--- src/design/noc_cfg.svh ---
`ifndef NOC_CFG_SVH
`define NOC_CFG_SVH

// Source side
`define NOC_NODE_COUNT 4
`define NOC_NODE_W 2

// Packet fields
`define NOC_ID_W 5
`define NOC_INSTR_W 3
`define NOC_FRAG_W 16

// Reassembly buffer
`define NOC_BUFFER_SIZE 4
`define NOC_CLOCKS_TO_LIVE 64   // Idle cycles before an incomplete entry is dropped
`define NOC_TIME_W 16

`endif

--- src/design/noc_pkg.sv ---
`include "noc_cfg.svh"

package noc_pkg;

    // One packet word, read either as four fragments or as the whole payload
    typedef union packed {
        logic [0:3][`NOC_FRAG_W-1:0] frag;     // frag[0] is the most significant
        logic [4*`NOC_FRAG_W-1:0]    payload;
    } packet_union;

endpackage

--- src/design/packet_splitter.sv ---
`timescale 1ns/1ps
`include "noc_cfg.svh"

module packet_splitter (
    input  logic                    clk,
    input  logic                    rst_n,
    input  logic                    node_req,
    input  noc_pkg::packet_union    node_data,
    input  logic [`NOC_NODE_W-1:0]  node_dest,
    input  logic [`NOC_ID_W-1:0]    node_id,
    input  logic [`NOC_INSTR_W-1:0] node_instr,
    input  logic [3:0]              node_mask,
    input  logic                    frag_grant,
    output logic                    node_ack,
    output logic                    frag_req,
    output logic [`NOC_FRAG_W-1:0]  frag_data,
    output logic [1:0]              frag_index,
    output logic                    frag_first,
    output logic [`NOC_NODE_W-1:0]  frag_dest,
    output logic [`NOC_ID_W-1:0]    frag_id,
    output logic [`NOC_INSTR_W-1:0] frag_instr
);
    import noc_pkg::*;

    packet_union pkt_q;
    logic [3:0]  mask_q;       // Fragments still to be sent
    logic        pend_q;       // Request latched, ack goes up next cycle
    logic        first_q;
    logic        accept;
    logic [1:0]  cur_idx;

    // New request only when idle and the previous handshake is closed
    assign accept = node_req && !node_ack && !pend_q && (mask_q == 4'b0000);

    // Lowest set mask bit is the next fragment
    always_comb begin
        cur_idx = 2'd0;
        for (int i = 3; i >= 0; i--) begin
            if (mask_q[i]) begin
                cur_idx = 2'(i);
            end
        end
    end

    assign frag_req   = |mask_q;
    assign frag_index = cur_idx;
    assign frag_data  = pkt_q.frag[cur_idx];
    assign frag_first = first_q;

    // Handshake and fragment walk
    always_ff @(posedge clk or negedge rst_n) begin
        if (!rst_n) begin
            node_ack <= 1'b0;
            pend_q   <= 1'b0;
            mask_q   <= 4'b0000;
            first_q  <= 1'b0;
        end else begin
            if (accept) begin
                pend_q  <= 1'b1;
                mask_q  <= node_mask;   // Zero mask just gets acknowledged
                first_q <= 1'b1;
            end else if (frag_req && frag_grant) begin
                mask_q[cur_idx] <= 1'b0;
                first_q         <= 1'b0;
            end

            if (pend_q) begin
                node_ack <= 1'b1;
                pend_q   <= 1'b0;
            end else if (node_ack && !node_req) begin
                node_ack <= 1'b0;
            end
        end
    end

    // Packet fields held for the whole walk
    always_ff @(posedge clk) begin
        if (accept) begin
            pkt_q      <= node_data;
            frag_dest  <= node_dest;
            frag_id    <= node_id;
            frag_instr <= node_instr;
        end
    end

endmodule

--- src/design/flit_arbiter.sv ---
`timescale 1ns/1ps
`include "noc_cfg.svh"

module flit_arbiter (
    input  logic                        clk,
    input  logic                        rst_n,
    input  logic [`NOC_NODE_COUNT-1:0]  frag_req,
    input  logic [`NOC_NODE_COUNT-1:0]  frag_first,
    input  logic [`NOC_FRAG_W-1:0]      frag_data  [`NOC_NODE_COUNT],
    input  logic [1:0]                  frag_index [`NOC_NODE_COUNT],
    input  logic [`NOC_NODE_W-1:0]      frag_dest  [`NOC_NODE_COUNT],
    input  logic [`NOC_ID_W-1:0]        frag_id    [`NOC_NODE_COUNT],
    input  logic [`NOC_INSTR_W-1:0]     frag_instr [`NOC_NODE_COUNT],
    input  logic                        collector_ready,
    output logic [`NOC_NODE_COUNT-1:0]  frag_grant,
    output logic                        flit_valid,
    output logic [`NOC_NODE_W-1:0]      flit_node,
    output logic [`NOC_FRAG_W-1:0]      flit_data,
    output logic [1:0]                  flit_index,
    output logic [`NOC_NODE_W-1:0]      flit_dest,
    output logic [`NOC_ID_W-1:0]        flit_id,
    output logic [`NOC_INSTR_W-1:0]     flit_instr
);

    localparam int N = `NOC_NODE_COUNT;

    logic [N-1:0]             elig;
    logic [`NOC_NODE_W-1:0]   ptr_q;    // Node with top priority this cycle
    logic [`NOC_NODE_W-1:0]   cand;
    logic [`NOC_NODE_W-1:0]   win;
    logic                     found;

    // Open packets keep flowing even when the collector is full
    assign elig = frag_req & ({N{collector_ready}} | ~frag_first);

    always_comb begin
        found = 1'b0;
        win   = ptr_q;
        cand  = ptr_q;
        for (int k = 0; k < N; k++) begin
            cand = ptr_q + `NOC_NODE_W'(k);
            if (!found && elig[cand]) begin
                found = 1'b1;
                win   = cand;
            end
        end
    end

    assign frag_grant = {{(N-1){1'b0}}, found} << win;

    always_ff @(posedge clk or negedge rst_n) begin
        if (!rst_n) begin
            flit_valid <= 1'b0;
            ptr_q      <= '0;
        end else begin
            flit_valid <= found;
            if (found) begin
                ptr_q <= win + 1'b1;    // Rotate past the winner
            end
        end
    end

    // Bus fields follow the grant by one cycle
    always_ff @(posedge clk) begin
        if (found) begin
            flit_node  <= win;
            flit_data  <= frag_data[win];
            flit_index <= frag_index[win];
            flit_dest  <= frag_dest[win];
            flit_id    <= frag_id[win];
            flit_instr <= frag_instr[win];
        end
    end

endmodule

--- src/design/packet_collector.sv ---
`timescale 1ns/1ps
`include "noc_cfg.svh"

module packet_collector (
    input  logic                    clk,
    input  logic                    rst_n,
    input  logic                    flit_valid,
    input  logic [`NOC_NODE_W-1:0]  flit_node,
    input  logic [`NOC_FRAG_W-1:0]  flit_data,
    input  logic [1:0]              flit_index,
    input  logic [`NOC_NODE_W-1:0]  flit_dest,
    input  logic [`NOC_ID_W-1:0]    flit_id,
    input  logic [`NOC_INSTR_W-1:0] flit_instr,
    input  logic                    out_ack,
    output logic                    collector_ready,
    output logic                    out_req,
    output noc_pkg::packet_union    out_packet,
    output logic [`NOC_NODE_W-1:0]  out_node,
    output logic [`NOC_NODE_W-1:0]  out_dest,
    output logic [`NOC_ID_W-1:0]    out_id,
    output logic [`NOC_INSTR_W-1:0] out_instr
);
    import noc_pkg::*;

    localparam int SLOTS  = `NOC_BUFFER_SIZE;
    localparam int SLOT_W = $clog2(SLOTS);
    localparam int CNT_W  = $clog2(SLOTS + 1);

    logic [SLOTS-1:0]          ent_valid;
    logic [3:0]                ent_mask  [SLOTS];   // Bit i set once fragment i is in
    packet_union               ent_data  [SLOTS];
    logic [`NOC_TIME_W-1:0]    ent_time  [SLOTS];   // Cycle of the last fragment
    logic [`NOC_NODE_W-1:0]    ent_node  [SLOTS];
    logic [`NOC_NODE_W-1:0]    ent_dest  [SLOTS];
    logic [`NOC_ID_W-1:0]      ent_id    [SLOTS];
    logic [`NOC_INSTR_W-1:0]   ent_instr [SLOTS];

    logic [`NOC_TIME_W-1:0]    now_q;
    logic [SLOTS-1:0]          ent_done;
    logic [SLOTS-1:0]          ent_expired;
    logic [SLOTS-1:0]          ent_free;
    logic                      match_found;
    logic                      open_found;
    logic                      done_found;
    logic [SLOT_W-1:0]         match_idx;
    logic [SLOT_W-1:0]         open_idx;
    logic [SLOT_W-1:0]         done_idx;
    logic [SLOT_W-1:0]         wr_idx;
    logic [SLOT_W-1:0]         out_sel;       // Entry being delivered
    logic [CNT_W-1:0]          free_cnt;
    logic                      store;
    logic                      launch;

    // Entry status
    always_comb begin
        for (int i = 0; i < SLOTS; i++) begin
            ent_done[i]    = ent_valid[i] && (&ent_mask[i]);
            ent_expired[i] = ent_valid[i] && !ent_done[i] &&
                             ((now_q - ent_time[i]) >= `NOC_TIME_W'(`NOC_CLOCKS_TO_LIVE));
            ent_free[i]    = !ent_valid[i] || ent_expired[i];
        end
    end

    // Lookups, scanned downward so the lowest index wins
    always_comb begin
        match_found = 1'b0;
        match_idx   = '0;
        open_found  = 1'b0;
        open_idx    = '0;
        done_found  = 1'b0;
        done_idx    = '0;
        free_cnt    = '0;
        for (int i = SLOTS - 1; i >= 0; i--) begin
            if (ent_valid[i] && !ent_expired[i] && ent_node[i] == flit_node &&
                ent_id[i] == flit_id && ent_instr[i] == flit_instr) begin
                match_found = 1'b1;
                match_idx   = SLOT_W'(i);
            end
            if (ent_free[i]) begin
                open_found = 1'b1;
                open_idx   = SLOT_W'(i);
                free_cnt   = free_cnt + 1'b1;
            end
            if (ent_done[i]) begin
                done_found = 1'b1;
                done_idx   = SLOT_W'(i);
            end
        end
    end

    assign store  = flit_valid && (match_found || open_found);
    assign wr_idx = match_found ? match_idx : open_idx;
    assign launch = !out_req && !out_ack && done_found;

    // Keep a slot back for a new packet already on the bus
    assign collector_ready = free_cnt > CNT_W'(flit_valid && !match_found);

    always_ff @(posedge clk or negedge rst_n) begin
        if (!rst_n) begin
            now_q     <= '0;
            ent_valid <= '0;
            out_req   <= 1'b0;
            out_sel   <= '0;
            for (int i = 0; i < SLOTS; i++) begin
                ent_mask[i] <= 4'b0000;
            end
        end else begin
            now_q <= now_q + 1'b1;

            // Drop stale incomplete entries
            for (int i = 0; i < SLOTS; i++) begin
                if (ent_expired[i]) begin
                    ent_valid[i] <= 1'b0;
                end
            end

            if (out_req && out_ack) begin
                out_req            <= 1'b0;
                ent_valid[out_sel] <= 1'b0;     // Entry is free again
            end else if (launch) begin
                out_req <= 1'b1;
                out_sel <= done_idx;
            end

            // Must come last so a reopened expired slot stays valid
            if (store) begin
                if (match_found) begin
                    ent_mask[wr_idx][flit_index] <= 1'b1;
                end else begin
                    ent_valid[wr_idx] <= 1'b1;
                    ent_mask[wr_idx]  <= 4'b0001 << flit_index;
                end
            end
        end
    end

    always_ff @(posedge clk) begin
        if (store) begin
            ent_data[wr_idx].frag[flit_index] <= flit_data;
            ent_time[wr_idx]                  <= now_q;
            if (!match_found) begin
                ent_node[wr_idx]  <= flit_node;
                ent_dest[wr_idx]  <= flit_dest;
                ent_id[wr_idx]    <= flit_id;
                ent_instr[wr_idx] <= flit_instr;
            end
        end
        if (launch) begin
            out_packet <= ent_data[done_idx];
            out_node   <= ent_node[done_idx];
            out_dest   <= ent_dest[done_idx];
            out_id     <= ent_id[done_idx];
            out_instr  <= ent_instr[done_idx];
        end
    end

endmodule

--- src/design/noc_collect_top.sv ---
`timescale 1ns/1ps
`include "noc_cfg.svh"

module noc_collect_top (
    input  logic                        clk,
    input  logic                        rst_n,
    input  logic [`NOC_NODE_COUNT-1:0]  node_req,
    input  noc_pkg::packet_union        node_data  [`NOC_NODE_COUNT],
    input  logic [`NOC_NODE_W-1:0]      node_dest  [`NOC_NODE_COUNT],
    input  logic [`NOC_ID_W-1:0]        node_id    [`NOC_NODE_COUNT],
    input  logic [`NOC_INSTR_W-1:0]     node_instr [`NOC_NODE_COUNT],
    input  logic [3:0]                  node_mask  [`NOC_NODE_COUNT],
    output logic [`NOC_NODE_COUNT-1:0]  node_ack,
    output logic                        out_req,
    input  logic                        out_ack,
    output noc_pkg::packet_union        out_packet,
    output logic [`NOC_NODE_W-1:0]      out_node,
    output logic [`NOC_NODE_W-1:0]      out_dest,
    output logic [`NOC_ID_W-1:0]        out_id,
    output logic [`NOC_INSTR_W-1:0]     out_instr
);

    // Splitter to arbiter
    logic [`NOC_NODE_COUNT-1:0]  frag_req;
    logic [`NOC_NODE_COUNT-1:0]  frag_first;
    logic [`NOC_NODE_COUNT-1:0]  frag_grant;
    logic [`NOC_FRAG_W-1:0]      frag_data  [`NOC_NODE_COUNT];
    logic [1:0]                  frag_index [`NOC_NODE_COUNT];
    logic [`NOC_NODE_W-1:0]      frag_dest  [`NOC_NODE_COUNT];
    logic [`NOC_ID_W-1:0]        frag_id    [`NOC_NODE_COUNT];
    logic [`NOC_INSTR_W-1:0]     frag_instr [`NOC_NODE_COUNT];

    // Shared fragment bus
    logic                        flit_valid;
    logic [`NOC_NODE_W-1:0]      flit_node;
    logic [`NOC_FRAG_W-1:0]      flit_data;
    logic [1:0]                  flit_index;
    logic [`NOC_NODE_W-1:0]      flit_dest;
    logic [`NOC_ID_W-1:0]        flit_id;
    logic [`NOC_INSTR_W-1:0]     flit_instr;
    logic                        collector_ready;

    for (genvar n = 0; n < `NOC_NODE_COUNT; n++) begin : g_node
        packet_splitter i_split (
            .clk        (clk),
            .rst_n      (rst_n),
            .node_req   (node_req[n]),
            .node_data  (node_data[n]),
            .node_dest  (node_dest[n]),
            .node_id    (node_id[n]),
            .node_instr (node_instr[n]),
            .node_mask  (node_mask[n]),
            .frag_grant (frag_grant[n]),
            .node_ack   (node_ack[n]),
            .frag_req   (frag_req[n]),
            .frag_data  (frag_data[n]),
            .frag_index (frag_index[n]),
            .frag_first (frag_first[n]),
            .frag_dest  (frag_dest[n]),
            .frag_id    (frag_id[n]),
            .frag_instr (frag_instr[n])
        );
    end

    flit_arbiter i_arb (
        .clk             (clk),
        .rst_n           (rst_n),
        .frag_req        (frag_req),
        .frag_first      (frag_first),
        .frag_data       (frag_data),
        .frag_index      (frag_index),
        .frag_dest       (frag_dest),
        .frag_id         (frag_id),
        .frag_instr      (frag_instr),
        .collector_ready (collector_ready),
        .frag_grant      (frag_grant),
        .flit_valid      (flit_valid),
        .flit_node       (flit_node),
        .flit_data       (flit_data),
        .flit_index      (flit_index),
        .flit_dest       (flit_dest),
        .flit_id         (flit_id),
        .flit_instr      (flit_instr)
    );

    packet_collector i_coll (
        .clk             (clk),
        .rst_n           (rst_n),
        .flit_valid      (flit_valid),
        .flit_node       (flit_node),
        .flit_data       (flit_data),
        .flit_index      (flit_index),
        .flit_dest       (flit_dest),
        .flit_id         (flit_id),
        .flit_instr      (flit_instr),
        .out_ack         (out_ack),
        .collector_ready (collector_ready),
        .out_req         (out_req),
        .out_packet      (out_packet),
        .out_node        (out_node),
        .out_dest        (out_dest),
        .out_id          (out_id),
        .out_instr       (out_instr)
    );

endmodule

--- config.mk ---
export PLATFORM = sky130hd
export DESIGN_NAME = noc_collect_top
export DESIGN_NICKNAME = d
export VERILOG_FILES = /design/src/design/noc_pkg.sv /design/src/design/packet_splitter.sv /design/src/design/flit_arbiter.sv /design/src/design/packet_collector.sv /design/src/design/noc_collect_top.sv
export VERILOG_INCLUDE_DIRS = /design/src /design/src/design
export SDC_FILE = /design/constraint.sdc
export NUM_CORES = 1
export LEC_CHECK = 0
export BUFFER_PORTS_ARGS = -buffer_cell sky130_fd_sc_hd__buf_2
export CAP_MARGIN = 5
export CORE_ASPECT_RATIO = 0.9
export CORE_UTILIZATION = 30
export DETAILED_ROUTE_END_ITERATION = 8
export PLACE_DENSITY = 0.56
export SYNTH_ARGS = -nofsm -noshare
export SYNTH_HDL_FRONTEND = slang
export SYNTH_SLANG_ARGS = --single-unit
export TNS_END_PERCENT = 5
--- constraint.sdc ---
create_clock -name clk -period 13.6 [get_ports clk]
set_input_delay 1.36 -clock clk [delete_from_list [all_inputs] [get_ports clk]]
set_output_delay 1.36 -clock clk [all_outputs]
set_load 0.005 [all_outputs]
Word level (Yosys, flattened, before mapping)
Memories as Yosys holds them, arrays and structs flattened. A register that Yosys moved wholly into a read port is not among the register bits.
Index checks and enable logic that the tools add are counted.
{ "word_totals": {"ff_bits": 396, "ramBits": 368, "output_inout_bits": 81, "n_memories": 6} }
{ "memory_table": {"columns": ["memory", "depth", "width", "rd", "rd_clocked_by_memory_dff", "wr", "line", "rtl"], "rows": [
  ["i_coll.ent_data", 4, 64, 1, 1, 1, "packet_collector.sv:31", "packet_union ent_data [SLOTS];"],
  ["i_coll.ent_time", 4, 16, 4, 0, 1, "packet_collector.sv:32", "logic [`NOC_TIME_W-1:0] ent_time [SLOTS];"],
  ["i_coll.ent_id", 4, 5, 5, 1, 1, "packet_collector.sv:35", "logic [`NOC_ID_W-1:0] ent_id [SLOTS];"],
  ["i_coll.ent_instr", 4, 3, 5, 1, 1, "packet_collector.sv:36", "logic [`NOC_INSTR_W-1:0] ent_instr [SLOTS];"],
  ["i_coll.ent_dest", 4, 2, 1, 1, 1, "packet_collector.sv:34", "logic [`NOC_NODE_W-1:0] ent_dest [SLOTS];"],
  ["i_coll.ent_node", 4, 2, 5, 1, 1, "packet_collector.sv:33", "logic [`NOC_NODE_W-1:0] ent_node [SLOTS];"]
]} }
{ "op_classes": {"muxes": 156, "eq_ne": 12, "n_bitwise": 23, "n_reduce_logical": 122, "shift": 2, "order_cmp": 32, "add_sub_neg": 12} }
{ "op_table": {"columns": ["cell", "count"], "rows": [
  ["$mux 16", 12],
  ["$bmux 16 s2", 5],
  ["$mux 2", 36],
  ["$logic_and 1x1->1", 65],
  ["$ge 16x7->1 const B", 4],
  ["$mux 64", 1],
  ["$sub 16x16->16", 4],
  ["$mux 1", 63],
  ["$mux 4", 13],
  ["$lt 2x3->1 const B", 11],
  ["$demux 16 s2", 1],
  ["$logic_not 1->1", 30],
  ["$and 4x4->4", 6],
  ["$not 4->4", 6],
  ["$ge 3x3->1 const B", 7],
  ["$not 2->3", 7],
  ["$eq 5x5->1", 4],
  ["$reduce_bool 2->1", 9],
  ["$add 16x1->16 const B", 1],
  ["$bwmux 16", 1],
  ["$demux 4 s2", 2],
  ["$logic_not 4->1", 4],
  ["$or 16x16->16", 1],
  ["$reduce_and 4->1", 4],
  ["other kinds (23)", 62]
]} }

Depth between registers and ports, before layout
{ "depth": {"depth_word": 35, "depth_mapped": 34, "mapped_depth_nobuf": 32} }

Modules after synthesis
A second synthesis with hierarchy kept.
{ "hier_totals": {"cells_unflattened": 2432, "hier_area_um2": 35405.2} }
{ "by_module_without_submodules": {"columns": ["module", "n_inst", "cells_per_inst", "area_per_inst_um2"], "rows": [
  ["packet_collector", 1, 1627, 21282.9],
  ["packet_splitter at g_node[1].i_split ...", 2, 179, 3050.4],
  ["packet_splitter at g_node[3].i_split", 1, 180, 3070.4],
  ["packet_splitter at g_node[0].i_split", 1, 162, 3026.7],
  ["flit_arbiter", 1, 105, 1924.3]
]} }

Least setup slack after synthesis
Ideal clock, no wire load.
{ "synth_path": {"path_type": "in2reg", "from": "in node_req[0]", "to": "reg g_node[0].i_split.mask_q[0]", "setup_time_ns": 0.095, "path_slack_ns": 3.490, "cell_stages": 2, "n_path_buf": 0, "t_arrival_ns": 10.015, "path_cell_list": "nor4b_1 -> a22o_1"} }
{ "synth_between": {"elab_chain_cells": 4} }
{ "synth_rtl": {"columns": ["item", "line", "rtl"], "rows": [
  ["start: declaration", "noc_collect_top.sv:7", "input logic [`NOC_NODE_COUNT-1:0] node_req,"],
  ["$logic_and 1x1->1 * (3 in series)", "packet_splitter.sv:33", "assign accept = node_req && !node_ack && !pend_q && (mask_q == 4'b0000);"],
  ["$mux 4 / $reduce_bool 2->1 (equally long branches)", null, null],
  ["end signal: assignment", "packet_splitter.sv:60", "mask_q <= node_mask;"],
  ["end: declaration", "packet_splitter.sv:26", "logic [3:0] mask_q;"]
]} }
Every way passes the cells marked *; elsewhere a longest branch is shown, timed or not.
A chain may end at the register's enable or synchronous reset.

Worst setup path after layout
{ "layout_path": {"from": "reg i_coll.now_q[1]", "to": "reg g_node[3].i_split.mask_q[3]"} }
{ "layout_between": {"elab_chain_cells": 32} }
{ "layout_rtl": {"columns": ["item", "line", "rtl"], "rows": [
  ["start: declaration", "packet_collector.sv:38", "logic [`NOC_TIME_W-1:0] now_q;"],
  ["start signal: assignment", "packet_collector.sv:108", "now_q <= now_q + 1'b1;"],
  ["branches (longest 14 deep; another with $sub 16x16->16)", null, null],
  ["$gt 3x1->1 *", "packet_collector.sv:96", "assign collector_ready = free_cnt > CNT_W'(flit_valid && !match_found);"],
  ["$or 4x4->4 *", "flit_arbiter.sv:34", "assign elig = frag_req & ({N{collector_ready}} | ~frag_first);"],
  ["$and 4x4->4 *", "flit_arbiter.sv:34", null],
  ["$bmux 1 s2", "flit_arbiter.sv:42", "if (!found && elig[cand]) begin"],
  ["$mux 1 (not written as such)", "flit_arbiter.sv:42", null],
  ["$mux 1", "flit_arbiter.sv:42", null],
  ["$logic_not 1->1", "flit_arbiter.sv:42", null],
  ["[... 3 more ...]", null, null],
  ["$logic_and 1x1->1", "flit_arbiter.sv:42", null],
  ["$mux 1", "flit_arbiter.sv:42", null],
  ["$logic_not 1->1", "flit_arbiter.sv:42", null],
  ["$logic_and 1x1->1", "flit_arbiter.sv:42", null],
  ["$mux 1 / $mux 2 (equally long branches)", "flit_arbiter.sv:42", null],
  ["$shl 1x2->4 *", "flit_arbiter.sv:49", "assign frag_grant = {{(N-1){1'b0}}, found} << win;"],
  ["$logic_and 1x1->1 *", "packet_splitter.sv:62", "end else if (frag_req && frag_grant) begin"],
  ["$reduce_bool 2->1 (no source line) *", null, null],
  ["end signal: assignment", "packet_splitter.sv:60", null],
  ["end: declaration", "packet_splitter.sv:26", null]
]} }
Every way passes the cells marked *. The select of a mux whose other input is x is not followed.

==> results.json <==
{
  "post-route-period-util": 0.586,
  "port_buffers": 399,
  "crit_top_cell": "ha_1",
  "cts_hold_buf": 0,
  "dieArea_mm2": 0.118,
  "drt_iter0_drc": 1340,
  "cts_tree": "done",
  "grt_max_degree": 108,
  "ant_nets": 0,
  "setup-violations-final": 0,
  "drive_gt1_frac": 0.218,
  "worstReg2RegStart": "i_coll.now_q[1]$_DFF_PN0_",
  "cts_setup_buffers": 0,
  "slowest_stage": "dfrtp_1",
  "grt_pass1_wl_mm": 140,
  "min_period_ps": 7970,
  "hpwl_mm": 64.7,
  "p_total_uw": 9120,
  "seqCellArea_mm2": 0.0249,
  "hold_viol_final": 0,
  "cts_sinks": 840,
  "hold_start": "g_node[1].i_split.pend_q$_DFF_PN0_",
  "cts_made_buffers": 93,
  "p_per_area_mw_per_mm2": 217,
  "crit_path_start_kind": "register",
  "max_stage_delay_ps": 680,
  "place_inst": 4242,
  "instances_no_fill": 4422,
  "max-cap-violations": 0,
  "layout.nets": 3227,
  "num_vias": 21442,
  "grt_pass1_vias": 21569,
  "area_growth_pct": 20.5,
  "synth.distinct_cells": 82,
  "start_util": 0.303,
  "status": "completed",
  "htree_levels": 3,
  "synth_area_mm2": 0.0348,
  "dieHeight_um": 325,
  "ir_worst_vdd_v": 0.000152,
  "cts_buffer_depth": 3,
  "clk_pin_slew_ps": 60,
  "synth_ff_type": "edfxtp_1",
  "critPathLaunch": "i_coll.now_q[1]$_DFF_PN0_",
  "skew_ps": 76.3,
  "layout_common_cells": "edfxtp_1, buf_2, nand2_1",
  "crit_type": "reg -> reg",
  "worst_ep_required_time_ps": 14130,
  "syn_avg_cell_area_um2": 14.4,
  "synth_fp_nets": 2802,
  "multi_input_area_mm2": 0.00921,
  "grt_overflow_total": 0,
  "p_leak_uw": 0.0154,
  "die_w_um": 361,
  "worstMarginPinSlew_ps": 1130,
  "slew_headroom": 0.244,
  "grt_setup_unrepaired": "false",
  "ys_warn_count": 0,
  "dr.pass1.iters": 5,
  "coreArea_mm2": 0.115,
  "clock-root-buffer": "clkbuf_16",
  "critical_path_arrival_ps": 8500,
  "avgViaCountPerCell": 4.85,
  "place.gp.congestion": 0.854,
  "worstSetupEndpointType": "register",
  "synth_edf_count": 770,
  "synthArstFlopShare": 0.0833,
  "cp_max_fo": 33,
  "max_freq_mhz": 125,
  "clock_latency_ps": 690,
  "ys_seq_elements": 840,
  "drt-wirelength-per-cell_um": 21.3,
  "hold_path.class": "reg -> reg",
  "placed_cell_area_mm2": 0.0387,
  "cts_resized": 0,
  "fillCellCount": 11023,
  "antenna_found_initial": 16,
  "rows": 118,
  "fin_setup_tns_ps": 0,
  "ys_seq_area_frac": 0.714,
  "grt_util_all_layers": 0.159,
  "pin_count": 400,
  "drcViolationCount": 0,
  "reg2regPathDepth": 28,
  "maxSlewViolCount": 0,
  "final_cell_area_mm2": 0.0420,
  "synthCells": 2412,
  "wirelength_mm": 94.1,
  "layout_commonest_cell": "edfxtp_1",
  "whs_path_depth": 1
}
==> cell usage after synthesis (4+ instances only) <==
master,instances,share of area
edfxtp_1,770,0.66
nand2_1,210,0.023
o21ai_0,104,0.015
inv_1,102,0.011
mux2i_1,97,0.028
a31oi_1,89,0.016
clkbuf_1,85,0.0092
a211oi_1,83,0.018
nor2_1,81,0.0087
a22oi_1,78,0.017
a21oi_1,72,0.010
dfrtp_1,70,0.050
ha_1,67,0.024
and2_1,64,0.011
xnor2_1,45,0.011
xor2_1,25,0.0063
nand3_1,23,0.0033
o21a_1,23,0.0050
nor3_1,22,0.0032
o22ai_1,22,0.0039
a21o_1,18,0.0039
and2_0,18,0.0032
and3_1,18,0.0032
o2bb2ai_1,16,0.0040
buf_2,14,0.0020
nand4_1,13,0.0023
nand2b_1,12,0.0022
nor2b_1,11,0.0020
o211ai_1,11,0.0024
or4_1,8,0.0017
buf_1,7,0.00075
nor4_1,7,0.0013
or3_1,7,0.0013
a32oi_1,6,0.0015
buf_4,6,0.0013
nand3b_1,6,0.0013
o211a_1,6,0.0017
nor4b_1,5,0.0013
o21ai_1,5,0.00072
a211o_1,4,0.0010
fa_1,4,0.0023
nor3b_1,4,0.00086
o31ai_1,4,0.00086
o32ai_1,4,0.0010
==> power breakdown <==
part           switching (µW)  leakage, µW  internal (µW)
sequential                461      0.00806           3740
combinational            1450      0.00574            801
clock                    1080      0.00157           1580
total                    3000       0.0154           6120
==> sequential cells by signal, indices dropped and copies added, names as in the netlist, 16 cells and up <==
signal / flops
i_coll.ent_time: 64
i_coll.out_packet: 64
g_node.i_split.mask_q: 16
i_arb.flit_data: 16
i_coll.ent_data: 256
i_coll.now_q: 16
g_node.i_split.frag_id: 20
g_node.i_split.pkt_q: 256
i_coll.ent_mask: 16
i_coll.ent_id: 20
==> logic make-up (layout without fill, tap and decap cells) <==
kind of cell | count (synthesis) | after routing | synth area share
flops | 840 | 840 | 0.714
fa+ha+maj | 71 | 71 | 0.0264
other cells | 0 | 7 | 0
simple gates | 522 | 522 | 0.0733
compound gates | 592 | 592 | 0.115
buf+inv | 219 | 722 | 0.0254
xor+xnor | 70 | 70 | 0.0176
mux | 98 | 98 | 0.0282
==> metrics by stage <==
| step | util | worst slack, ps | hold slack [ps] |
|---|---|---|---|
| 4_1_cts | 0.364 | 5670 | 453 |
| 3_5_place_dp | 0.336 | 5700 | 442 |
| 2_1_floorplan | - | 3490 | 429 |
| 5_1_grt | 0.364 | 4990 | 465 |
| 3_3_place_gp | 0.336 | 5900 | 433 |
| 6_report | 0.364 | 5630 | 453 |
==> final timing paths <==
| kind | end | slack (ps) |
|---|---|---|
| worst max-delay path | g_node[3].i_split.mask_q[3]$_DFFE_PN0P_ | 5630 |
| worst min-delay path | g_node[1].i_split.node_ack$_DFFE_PN0P_ | 450 |
| worst max register to register | g_node[3].i_split.mask_q[3]$_DFFE_PN0P_ | 5630 |
| worst min register to register | g_node[1].i_split.node_ack$_DFFE_PN0P_ | 450 |
| max in group asynchronous | i_coll.ent_valid[1]$_DFF_PN0_ | 11970 |
| min in group asynchronous | g_node[2].i_split.mask_q[0]$_DFFE_PN0P_ | 610 |
==> layout make-up <==
type / count / area share
diodes: 7 / 0.000417
well taps: 1500 / 0.0447
inverters: 104 / 0.00930
clock inverters: 63 / 0.0202
flip-flops and latches: 840 / 0.593
clock buffers: 110 / 0.0577
multi-input cells: 1353 / 0.219
repair buffers: 445 / 0.0559
==> routing by layer <==
metal  global-route usage  up-vias  part of all wire
met5                    0        -            0.0010
met4               0.0532       16             0.030
met3               0.0352      169             0.057
met2                0.260      622              0.47
met1                0.208    10511              0.44
li1                     -    10124                 -
==> worst max-delay path: cells and delay by family, from the launching register on <==
family | cells | cell delay, ps
AOI/OAI and AO/OA | 16 | 3730
and+or+nand+nor | 7 | 1700
adders and majority gates | 3 | 910
buffers and inverters | 2 | 720
DFF | 1 | 680
Power figures use the tool's default switching activity.
